**config.mk**
```make
export PLATFORM = sky130hd
export DESIGN_NAME = fifo_axil_top
export DESIGN_NICKNAME = d
export VERILOG_FILES = /design/src/verilog/fifo_pkg.sv /design/src/verilog/byte_ingest.sv /design/src/verilog/fifo_sync_asym.sv /design/src/verilog/ram_2p_asym.sv /design/src/verilog/axil_fifo_port.sv /design/src/verilog/fifo_axil_top.sv
export VERILOG_INCLUDE_DIRS = /design/src /design/src/verilog
export SDC_FILE = /design/constraint.sdc
export NUM_CORES = 1
export LEC_CHECK = 0
export BUFFER_PORTS_ARGS = -buffer_cell sky130_fd_sc_hd__buf_2
export CAP_MARGIN = 40
export CORE_MARGIN = 5
export CORE_UTILIZATION = 28
export DETAILED_ROUTE_END_ITERATION = 12
export PLACE_DENSITY_LB_ADDON = 0.1
export RECOVER_POWER = 50
export SLEW_MARGIN = 20
export SYNTH_ARGS = -nofsm -noshare
export SYNTH_HDL_FRONTEND = slang
export SYNTH_HIERARCHICAL = 1
export SYNTH_SLANG_ARGS = --single-unit
```
**constraint.sdc**
```tcl
create_clock -name clk_i -period 3.4 [get_ports clk_i]
set_input_delay 0.68 -clock clk_i [delete_from_list [all_inputs] [get_ports clk_i]]
set_output_delay 0.68 -clock clk_i [all_outputs]
set_load 0.005 [all_outputs]
```
**src/verilog/fifo_params.svh**
```systemverilog
`ifndef FIFO_PARAMS_SVH
`define FIFO_PARAMS_SVH

// stream side width, one byte per push
`define FIFO_W_DATA_W 8

// host side width, one word per pop
`define FIFO_R_DATA_W 32

// byte address width, 64 bytes of storage
`define FIFO_ADDR_W 6

// bytes per read word
`define FIFO_RATIO 4

// host register map
`define AXIL_ADDR_W 4
`define REG_DATA 'h0
`define REG_STATUS 'h4
`define REG_CTRL 'h8

`endif

```
**src/verilog/fifo_pkg.sv**
```systemverilog
`default_nettype none

`include "fifo_params.svh"

package fifo_pkg;

   typedef logic [`FIFO_W_DATA_W-1:0] byte_t;
   typedef logic [`FIFO_R_DATA_W-1:0] word_t;
   // one bit wider than the address so 64 fits
   typedef logic [`FIFO_ADDR_W:0] level_t;
   typedef logic [`FIFO_ADDR_W-1:0] waddr_t;
   typedef logic [`FIFO_ADDR_W-$clog2(`FIFO_RATIO)-1:0] raddr_t;
   typedef logic [`AXIL_ADDR_W-1:0] axil_addr_t;

   typedef struct packed {
      logic  en;
      byte_t data;
   } fifo_wr_t;

   // one-hot lane enables select the byte inside the word
   typedef struct packed {
      logic [`FIFO_RATIO-1:0] en;
      raddr_t                 addr;
      byte_t                  data;
   } ram_wr_t;

   typedef struct packed {
      logic   en;
      raddr_t addr;
   } ram_rd_t;

   typedef struct packed {
      level_t level;
      logic   empty;
      logic   full;
   } fifo_stat_t;

   typedef enum logic [1:0] {
      RD_IDLE,
      RD_FETCH,
      RD_RESP
   } axil_rd_state_e;

endpackage

`default_nettype wire

```
**src/verilog/byte_ingest.sv**
```systemverilog
`timescale 1ns/10ps
`default_nettype none

module byte_ingest (
   input  wire                  clk_i,
   input  wire                  rst_n_i,
   input  wire                  s_valid_i,
   input  fifo_pkg::byte_t      s_data_i,
   output logic                 s_ready_o,
   input  fifo_pkg::fifo_stat_t stat_i,
   output fifo_pkg::fifo_wr_t   wr_o
);

   import fifo_pkg::*;

   logic  skid_vld_q;
   byte_t skid_data_q;
   logic  live_q;
   logic  drain;
   logic  accept;

   // skid byte moves on whenever the fifo has room
   assign drain = skid_vld_q & ~stat_i.full;

   // free slot, or the held byte leaves this cycle
   assign s_ready_o = live_q & (~skid_vld_q | drain);
   assign accept    = s_valid_i & s_ready_o;

   always_ff @(posedge clk_i) begin
      if (!rst_n_i) begin
         live_q     <= 1'b0;
         skid_vld_q <= 1'b0;
      end else begin
         live_q <= 1'b1;
         if (accept) begin
            skid_vld_q <= 1'b1;
         end else if (drain) begin
            skid_vld_q <= 1'b0;
         end
      end
   end

   always_ff @(posedge clk_i) begin
      if (accept) begin
         skid_data_q <= s_data_i;
      end
   end

   assign wr_o.en   = drain;
   assign wr_o.data = skid_data_q;

endmodule

`default_nettype wire

```
**src/verilog/fifo_sync_asym.sv**
```systemverilog
`timescale 1ns/10ps
`default_nettype none

`include "fifo_params.svh"

module fifo_sync_asym (
   input  wire                  clk_i,
   input  wire                  rst_n_i,
   input  wire                  flush_i,
   input  fifo_pkg::fifo_wr_t   wr_i,
   input  wire                  pop_i,
   output fifo_pkg::fifo_stat_t stat_o,
   output fifo_pkg::ram_wr_t    ram_wr_o,
   output fifo_pkg::ram_rd_t    ram_rd_o
);

   import fifo_pkg::*;

   localparam int LANE_W = $clog2(`FIFO_RATIO);
   localparam level_t FIFO_SIZE = level_t'(1 << `FIFO_ADDR_W);
   localparam level_t R_INCR = level_t'(`FIFO_RATIO);

   waddr_t wptr_q;
   raddr_t rptr_q;
   level_t level_q;
   level_t level_nxt;
   logic   empty_q;
   logic   full_q;
   logic   push;
   logic   pop;

   // ingest and host port only request when the flags allow it
   assign push = wr_i.en;
   assign pop  = pop_i;

   always_comb begin
      level_nxt = level_q;
      if (flush_i) begin
         level_nxt = '0;
      end else begin
         if (push) begin
            level_nxt = level_nxt + level_t'(1);
         end
         if (pop) begin
            level_nxt = level_nxt - R_INCR;
         end
      end
   end

   always_ff @(posedge clk_i) begin
      if (!rst_n_i) begin
         wptr_q  <= '0;
         rptr_q  <= '0;
         level_q <= '0;
         empty_q <= 1'b1;
         full_q  <= 1'b0;
      end else begin
         level_q <= level_nxt;
         // flags come from the next level, so they line up with it
         empty_q <= (level_nxt < R_INCR);
         full_q  <= (level_nxt > (FIFO_SIZE - level_t'(1)));
         if (flush_i) begin
            wptr_q <= '0;
            rptr_q <= '0;
         end else begin
            if (push) begin
               wptr_q <= wptr_q + waddr_t'(1);
            end
            if (pop) begin
               rptr_q <= rptr_q + raddr_t'(1);
            end
         end
      end
   end

   assign stat_o.level = level_q;
   assign stat_o.empty = empty_q;
   assign stat_o.full  = full_q;

   // low pointer bits pick the lane, little-endian packing
   always_comb begin
      ram_wr_o.en = '0;
      if (push && !flush_i) begin
         ram_wr_o.en[wptr_q[LANE_W-1:0]] = 1'b1;
      end
   end

   assign ram_wr_o.addr = wptr_q[`FIFO_ADDR_W-1:LANE_W];
   assign ram_wr_o.data = wr_i.data;

   assign ram_rd_o.en   = pop;
   assign ram_rd_o.addr = rptr_q;

   // ingest must hold back while the registered full flag is set
   a_no_push_full: assert property (
      @(posedge clk_i) disable iff (!rst_n_i)
      wr_i.en |-> !full_q
   );

   // host port must not pop a partial word
   a_no_pop_empty: assert property (
      @(posedge clk_i) disable iff (!rst_n_i)
      pop_i |-> !empty_q
   );

endmodule

`default_nettype wire

```
**src/verilog/ram_2p_asym.sv**
```systemverilog
`timescale 1ns/10ps
`default_nettype none

`include "fifo_params.svh"

module ram_2p_asym (
   input  wire                clk_i,
   input  fifo_pkg::ram_wr_t  wr_i,
   input  fifo_pkg::ram_rd_t  rd_i,
   output fifo_pkg::word_t    rd_data_o
);

   import fifo_pkg::*;

   localparam int DEPTH = 1 << $bits(raddr_t);
   localparam int LANE_BITS = `FIFO_W_DATA_W;

   word_t mem_q [DEPTH];
   word_t rd_data_q;

   // only the enabled byte lanes change
   always_ff @(posedge clk_i) begin
      for (int l = 0; l < `FIFO_RATIO; l++) begin
         if (wr_i.en[l]) begin
            mem_q[wr_i.addr][l*LANE_BITS +: LANE_BITS] <= wr_i.data;
         end
      end
   end

   // whole word read, held between reads
   always_ff @(posedge clk_i) begin
      if (rd_i.en) begin
         rd_data_q <= mem_q[rd_i.addr];
      end
   end

   assign rd_data_o = rd_data_q;

endmodule

`default_nettype wire

```
**src/verilog/axil_fifo_port.sv**
```systemverilog
`timescale 1ns/10ps
`default_nettype none

`include "fifo_params.svh"

module axil_fifo_port (
   input  wire                     clk_i,
   input  wire                     rst_n_i,
   input  fifo_pkg::axil_addr_t    s_axil_awaddr_i,
   input  wire                     s_axil_awvalid_i,
   output logic                    s_axil_awready_o,
   input  fifo_pkg::word_t         s_axil_wdata_i,
   input  wire                     s_axil_wvalid_i,
   output logic                    s_axil_wready_o,
   output logic [1:0]              s_axil_bresp_o,
   output logic                    s_axil_bvalid_o,
   input  wire                     s_axil_bready_i,
   input  fifo_pkg::axil_addr_t    s_axil_araddr_i,
   input  wire                     s_axil_arvalid_i,
   output logic                    s_axil_arready_o,
   output fifo_pkg::word_t         s_axil_rdata_o,
   output logic [1:0]              s_axil_rresp_o,
   output logic                    s_axil_rvalid_o,
   input  wire                     s_axil_rready_i,
   input  fifo_pkg::fifo_stat_t    stat_i,
   input  fifo_pkg::word_t         rd_data_i,
   output logic                    pop_o,
   output logic                    flush_o
);

   import fifo_pkg::*;

   localparam logic [1:0] RESP_OKAY = 2'b00;
   localparam logic [1:0] RESP_SLVERR = 2'b10;
   localparam axil_addr_t ADDR_DATA = axil_addr_t'(`REG_DATA);
   localparam axil_addr_t ADDR_STATUS = axil_addr_t'(`REG_STATUS);
   localparam axil_addr_t ADDR_CTRL = axil_addr_t'(`REG_CTRL);
   localparam int STAT_EMPTY_BIT = 8;
   localparam int STAT_FULL_BIT = 9;

   axil_rd_state_e rd_state_q;
   logic           popped_q;
   logic           live_q;
   logic           ar_fire;
   logic           wr_fire;
   logic           bvalid_q;
   logic [1:0]     bresp_q;
   logic [1:0]     rresp_q;
   word_t          rdata_q;
   word_t          status_word;

   always_ff @(posedge clk_i) begin
      if (!rst_n_i) begin
         live_q <= 1'b0;
      end else begin
         live_q <= 1'b1;
      end
   end

   always_comb begin
      status_word = '0;
      status_word[$bits(level_t)-1:0] = stat_i.level;
      status_word[STAT_EMPTY_BIT] = stat_i.empty;
      status_word[STAT_FULL_BIT] = stat_i.full;
   end

   // read channel
   assign s_axil_arready_o = live_q & (rd_state_q == RD_IDLE);
   assign ar_fire = s_axil_arvalid_i & s_axil_arready_o;

   // first fetch cycle pops, second one takes the ram word
   assign pop_o = (rd_state_q == RD_FETCH) & ~popped_q & ~stat_i.empty;

   always_ff @(posedge clk_i) begin
      if (!rst_n_i) begin
         rd_state_q <= RD_IDLE;
         popped_q   <= 1'b0;
      end else begin
         case (rd_state_q)
            RD_IDLE: begin
               if (ar_fire) begin
                  if (s_axil_araddr_i == ADDR_DATA && !stat_i.empty) begin
                     rd_state_q <= RD_FETCH;
                  end else begin
                     rd_state_q <= RD_RESP;
                  end
               end
            end
            RD_FETCH: begin
               if (popped_q) begin
                  popped_q   <= 1'b0;
                  rd_state_q <= RD_RESP;
               end else if (stat_i.empty) begin
                  // flushed under us, answer as an empty read
                  rd_state_q <= RD_RESP;
               end else begin
                  popped_q <= 1'b1;
               end
            end
            RD_RESP: begin
               if (s_axil_rready_i) begin
                  rd_state_q <= RD_IDLE;
               end
            end
            default: begin
               rd_state_q <= RD_IDLE;
            end
         endcase
      end
   end

   always_ff @(posedge clk_i) begin
      if (ar_fire) begin
         if (s_axil_araddr_i == ADDR_STATUS) begin
            rdata_q <= status_word;
            rresp_q <= RESP_OKAY;
         end else begin
            rdata_q <= '0;
            rresp_q <= RESP_SLVERR;
         end
      end else if (rd_state_q == RD_FETCH && popped_q) begin
         rdata_q <= rd_data_i;
         rresp_q <= RESP_OKAY;
      end
   end

   assign s_axil_rvalid_o = (rd_state_q == RD_RESP);
   assign s_axil_rdata_o  = rdata_q;
   assign s_axil_rresp_o  = rresp_q;

   // write channel, aw and w taken in the same cycle
   assign s_axil_awready_o = live_q & ~bvalid_q & s_axil_awvalid_i & s_axil_wvalid_i;
   assign s_axil_wready_o  = s_axil_awready_o;
   assign wr_fire = s_axil_awready_o;

   assign flush_o = wr_fire & (s_axil_awaddr_i == ADDR_CTRL) & s_axil_wdata_i[0];

   always_ff @(posedge clk_i) begin
      if (!rst_n_i) begin
         bvalid_q <= 1'b0;
      end else if (wr_fire) begin
         bvalid_q <= 1'b1;
      end else if (s_axil_bready_i) begin
         bvalid_q <= 1'b0;
      end
   end

   always_ff @(posedge clk_i) begin
      if (wr_fire) begin
         bresp_q <= (s_axil_awaddr_i == ADDR_CTRL) ? RESP_OKAY : RESP_SLVERR;
      end
   end

   assign s_axil_bvalid_o = bvalid_q;
   assign s_axil_bresp_o  = bresp_q;

   a_r_hold: assert property (
      @(posedge clk_i) disable iff (!rst_n_i)
      s_axil_rvalid_o && !s_axil_rready_i |=>
         s_axil_rvalid_o && $stable(s_axil_rdata_o) && $stable(s_axil_rresp_o)
   );

   a_b_hold: assert property (
      @(posedge clk_i) disable iff (!rst_n_i)
      s_axil_bvalid_o && !s_axil_bready_i |=>
         s_axil_bvalid_o && $stable(s_axil_bresp_o)
   );

endmodule

`default_nettype wire

```
**src/verilog/fifo_axil_top.sv**
```systemverilog
`timescale 1ns/10ps
`default_nettype none

module fifo_axil_top (
   input  wire                  clk_i,
   input  wire                  rst_n_i,
   input  wire                  s_valid_i,
   input  fifo_pkg::byte_t      s_data_i,
   output logic                 s_ready_o,
   input  fifo_pkg::axil_addr_t s_axil_awaddr_i,
   input  wire                  s_axil_awvalid_i,
   output logic                 s_axil_awready_o,
   input  fifo_pkg::word_t      s_axil_wdata_i,
   input  wire                  s_axil_wvalid_i,
   output logic                 s_axil_wready_o,
   output logic [1:0]           s_axil_bresp_o,
   output logic                 s_axil_bvalid_o,
   input  wire                  s_axil_bready_i,
   input  fifo_pkg::axil_addr_t s_axil_araddr_i,
   input  wire                  s_axil_arvalid_i,
   output logic                 s_axil_arready_o,
   output fifo_pkg::word_t      s_axil_rdata_o,
   output logic [1:0]           s_axil_rresp_o,
   output logic                 s_axil_rvalid_o,
   input  wire                  s_axil_rready_i
);

   import fifo_pkg::*;

   fifo_wr_t   fifo_wr;
   fifo_stat_t fifo_stat;
   ram_wr_t    ram_wr;
   ram_rd_t    ram_rd;
   word_t      ram_rd_data;
   logic       fifo_pop;
   logic       fifo_flush;

   byte_ingest u_ingest (
      .clk_i     (clk_i),
      .rst_n_i   (rst_n_i),
      .s_valid_i (s_valid_i),
      .s_data_i  (s_data_i),
      .s_ready_o (s_ready_o),
      .stat_i    (fifo_stat),
      .wr_o      (fifo_wr)
   );

   fifo_sync_asym u_fifo (
      .clk_i    (clk_i),
      .rst_n_i  (rst_n_i),
      .flush_i  (fifo_flush),
      .wr_i     (fifo_wr),
      .pop_i    (fifo_pop),
      .stat_o   (fifo_stat),
      .ram_wr_o (ram_wr),
      .ram_rd_o (ram_rd)
   );

   ram_2p_asym u_ram (
      .clk_i     (clk_i),
      .wr_i      (ram_wr),
      .rd_i      (ram_rd),
      .rd_data_o (ram_rd_data)
   );

   axil_fifo_port u_axil (
      .clk_i            (clk_i),
      .rst_n_i          (rst_n_i),
      .s_axil_awaddr_i  (s_axil_awaddr_i),
      .s_axil_awvalid_i (s_axil_awvalid_i),
      .s_axil_awready_o (s_axil_awready_o),
      .s_axil_wdata_i   (s_axil_wdata_i),
      .s_axil_wvalid_i  (s_axil_wvalid_i),
      .s_axil_wready_o  (s_axil_wready_o),
      .s_axil_bresp_o   (s_axil_bresp_o),
      .s_axil_bvalid_o  (s_axil_bvalid_o),
      .s_axil_bready_i  (s_axil_bready_i),
      .s_axil_araddr_i  (s_axil_araddr_i),
      .s_axil_arvalid_i (s_axil_arvalid_i),
      .s_axil_arready_o (s_axil_arready_o),
      .s_axil_rdata_o   (s_axil_rdata_o),
      .s_axil_rresp_o   (s_axil_rresp_o),
      .s_axil_rvalid_o  (s_axil_rvalid_o),
      .s_axil_rready_i  (s_axil_rready_i),
      .stat_i           (fifo_stat),
      .rd_data_i        (ram_rd_data),
      .pop_o            (fifo_pop),
      .flush_o          (fifo_flush)
   );

endmodule

`default_nettype wire

```
==> results.py <==
metrics = {
    "synthesis": {
        "ys_types": 46,
        "synth-edff-count": 586,
        "synth_top_area_share_pct": 74.44,
        "synth_area_leader_cell": "edfxtp_1",
        "syn_area_per_cell_um2": 20.17,
        "synthArstFlopShare_pct": 0,
        "syn-cell-area_mm2": 0.02364,
        "yosys_most_used_dff": "edfxtp_1",
        "synth_seq_cells": 612,
        "yosysWarnings": 6,
        "syn_inst": 1172,
        "yosysSeqAreaShare_pct": 76.65,
        "synthTopCellsByArea": "edfxtp_1 74%, mux4_2 12%, and2_1 2.5%",
    },
    "cts": {
        "htreeDepth": 3,
        "cts_resized": 0,
        "post_cts_buffers": 0,
        "clkTransAtPathRegs_ps": 60,
        "cts_tree": "done",
        "clockRootBuffer": "clkbuf_16",
        "cts_hold_buf": 0,
        "clock_path_buffers": 3,
        "cts-buffers-inserted": 70,
        "clock_sinks": 612,
        "clk_latency_ps": 590,
    },
    "placed_design": {
        "hpwl_mm": 35.97,
        "gp_congestion": 0.6878,
        "dpl_cell_area_mm2": 0.02600,
        "numPortBuffers": 64,
        "dp.cells": 2408,
        "pre_cts_ws_ps": 439.6,
    },
    "drt": {
        "wl_per_cell_um": 23.31,
        "drtAntennaViolNets": 0,
        "firstDrtPassIters": 5,
        "drt-total-wl_mm": 59.12,
        "vias": 11469,
        "dr_wl_met2_mm": 29.16,
        "top_layer": "met4",
        "drt-met1-wl_mm": 26.89,
        "post_drt_via_cell_ratio": 4.522,
        "drt_iter0_markers": 762,
        "drc": 0,
        "met3_length_mm": 1.951,
    },
    "timing": {
        "setup-violations-final": 0,
        "slew_viol_final": 420,
        "tns_ps": 0,
        "setup_ws_ps": 617.1,
        "worstMarginPinSlew_ps": 1929,
        "period_needed_ps": 2783,
        "max_freq_ghz": 0.3593,
        "period_share_pct": 81.85,
        "finalHoldViolCount": 0,
        "grt_setup_unrepaired": "false",
        "slew_headroom_pct": -28.61,
        "fin_skew_ps": 17.80,
        "holdWs_ps": 272.2,
    },
    "cells_and_area": {
        "drive_gt1_share_pct": 27.21,
        "instances_no_fill": 2536,
        "area_growth_pct": 18.79,
        "postLayoutCoreUtil_pct": 33.55,
        "nNetsFinal": 1414,
        "final_cell_area_mm2": 0.02808,
        "num-fill-cells": 7953,
    },
    "die": {
        "die_w_um": 300.6,
        "rows": 106,
        "start_util_pct": 28.25,
        "io_pins": 98,
        "core_area_mm2": 0.08369,
        "dieHeight_um": 300.6,
        "dieArea_mm2": 0.09033,
    },
    "hold_path": {
        "worstHoldPathCells": 1,
        "min-delay-start": "s_data_i[7]",
        "min_to": "u_ingest/skid_data_q[7]$_DFFE_PP_",
        "hp-class": "input pin to register",
    },
    "power": {
        "total_power_mw": 15.62,
        "leakagePower_nw": 8.850,
        "ir_worst_vdd_mv": 0.2854,
        "power_density_mw_per_mm2": 556.4,
    },
    "grt": {
        "grt_antenna_before_repair": 1,
        "grt_pass1_vias": 12066,
        "grt_max_degree": 65,
        "grt_overflow_total": 0,
        "grt.total_usage_pct": 13.05,
        "grt_pass1_wl_mm": 86.00,
    },
    "setup_path": {
        "path_class": "register to register",
        "worstSetupStartpoint": "u_axil/rd_state_q[1]$_SDFFE_PN0P_",
        "startpoint_type": "register",
        "critPathRequiredTime_ps": 3810,
        "timing.rr.start": "u_axil/rd_state_q[1]$_SDFFE_PN0P_",
        "crit_fanout": 33,
        "regToRegSetupSlack_ps": 620,
        "reg2reg_depth": 3,
        "critPathCaptureType": "register",
        "critPathArrivalTime_ps": 3200,
        "rr_endpoint": "u_axil/s_axil_rdata_o[30]$_SDFFCE_PP0P_",
    },
    "run_status": {
        "status": "finished with violations",
        "violations": "max-capacitance violations, max-slew violations",
    },
    "run": {
        "drv_cap": 7,
    },
}
placed cells by master, fill, tap and decap left out, drive strengths merged, types with 4 or more instances in the layout:
master	instances
edfxtp	586
buf	141
clkbuf	135
mux4	128
and2	94
a22oi	64
nand2	62
nor2	27
dfxtp	26
clkinv	22
nand3	11
xor2	10
nor2b	9
nor3	8
ha	7
nand2b	6
nand4	6
inv	5
xnor2	5
mux2i	5
o21ai	5
bufinv	4
a21oi	4
o21a	4
area by class of cell:
cell class,count,area [µm²],share of cell area (%)
Multi-Input combinational cell,481,5139,18.30
Inverter,5,18.77,0.06684
Clock inverter,26,214.0,0.7620
Sequential cell,612,18120,64.55
Tap cell,1134,1419,5.053
Clock buffer,95,1929,6.871
Antenna cell,2,5.005,0.01782
Timing Repair Buffer,181,1230,4.380
worst max-delay path: stages (launching register included):
cell and delay [ps]:
dfxtp_1 520, nand4bb_2 260, clkbuf_1 1390, and2_1 410
cell usage after synthesis, types with 2 or more instances:
master / count
nor3b_1: 3
nor3_1: 8
o21ai_0: 4
dfxtp_1: 26
a22oi_1: 64
o21a_1: 4
nand2b_1: 6
nor4b_2: 2
nand4_1: 5
buf_2: 9
buf_1: 9
xor2_1: 10
a21oi_1: 4
and2_1: 94
edfxtp_1: 586
nor2_1: 27
or3_1: 3
ha_1: 7
clkbuf_1: 28
buf_4: 28
a211oi_2: 2
inv_1: 5
nand3_1: 11
nand2_1: 62
mux4_2: 128
xnor2_1: 5
nor2b_1: 9
mux2i_1: 5
state kept, by name, summed over array words and instances, names as in the netlist, 2 cells and up:
register               count
u_fifo/rptr_q              4
u_fifo/level_q             7
u_axil/s_axil_rdata_o     32
u_fifo/wptr_q              6
u_ram/rd_data_o           32
u_ram/mem_q              512
u_ingest/skid_data_q       8
u_axil/rd_state_q          2
report_power, final:
part	total [mW]	switching [mW]	internal, mW
logic	0.222	0.165	0.0563
clock network	7.13	2.87	4.25
registers	8.28	0.0152	8.26
worst max path at each step:
stage	end	cells after the start
finish	u_axil/s_axil_rdata_o[30]$_SDFFCE_PP0P_	3
global route	u_axil/s_axil_rdata_o[30]$_SDFFCE_PP0P_	3
CTS	u_ram/mem_q[4][31]$_DFFE_PP_	6
detailed placement	u_ram/mem_q[4][31]$_DFFE_PP_	7
global placement	u_ram/mem_q[2][24]$_DFFE_PP_	7
floorplan	u_axil/s_axil_rdata_o[0]$_DFFE_PP_	3
per-layer routing:
layer  GRT usage, %  up-vias
li1               -     5078
met1          17.87     6122
met5              0        -
met2          21.75      191
met3          2.055       78
met4          3.655        0
logic make-up after synthesis:
| group | synth area share, % |
|---|---|
| other cells | 0.01586 |
| mux | 12.41 |
| compound gates | 2.631 |
| flops | 76.65 |
| xor+xnor | 0.5558 |
| buf+inv | 1.794 |
| simple gates | 5.579 |
| fa+ha+maj | 0.3705 |
(Power assumes the default switching activity.)
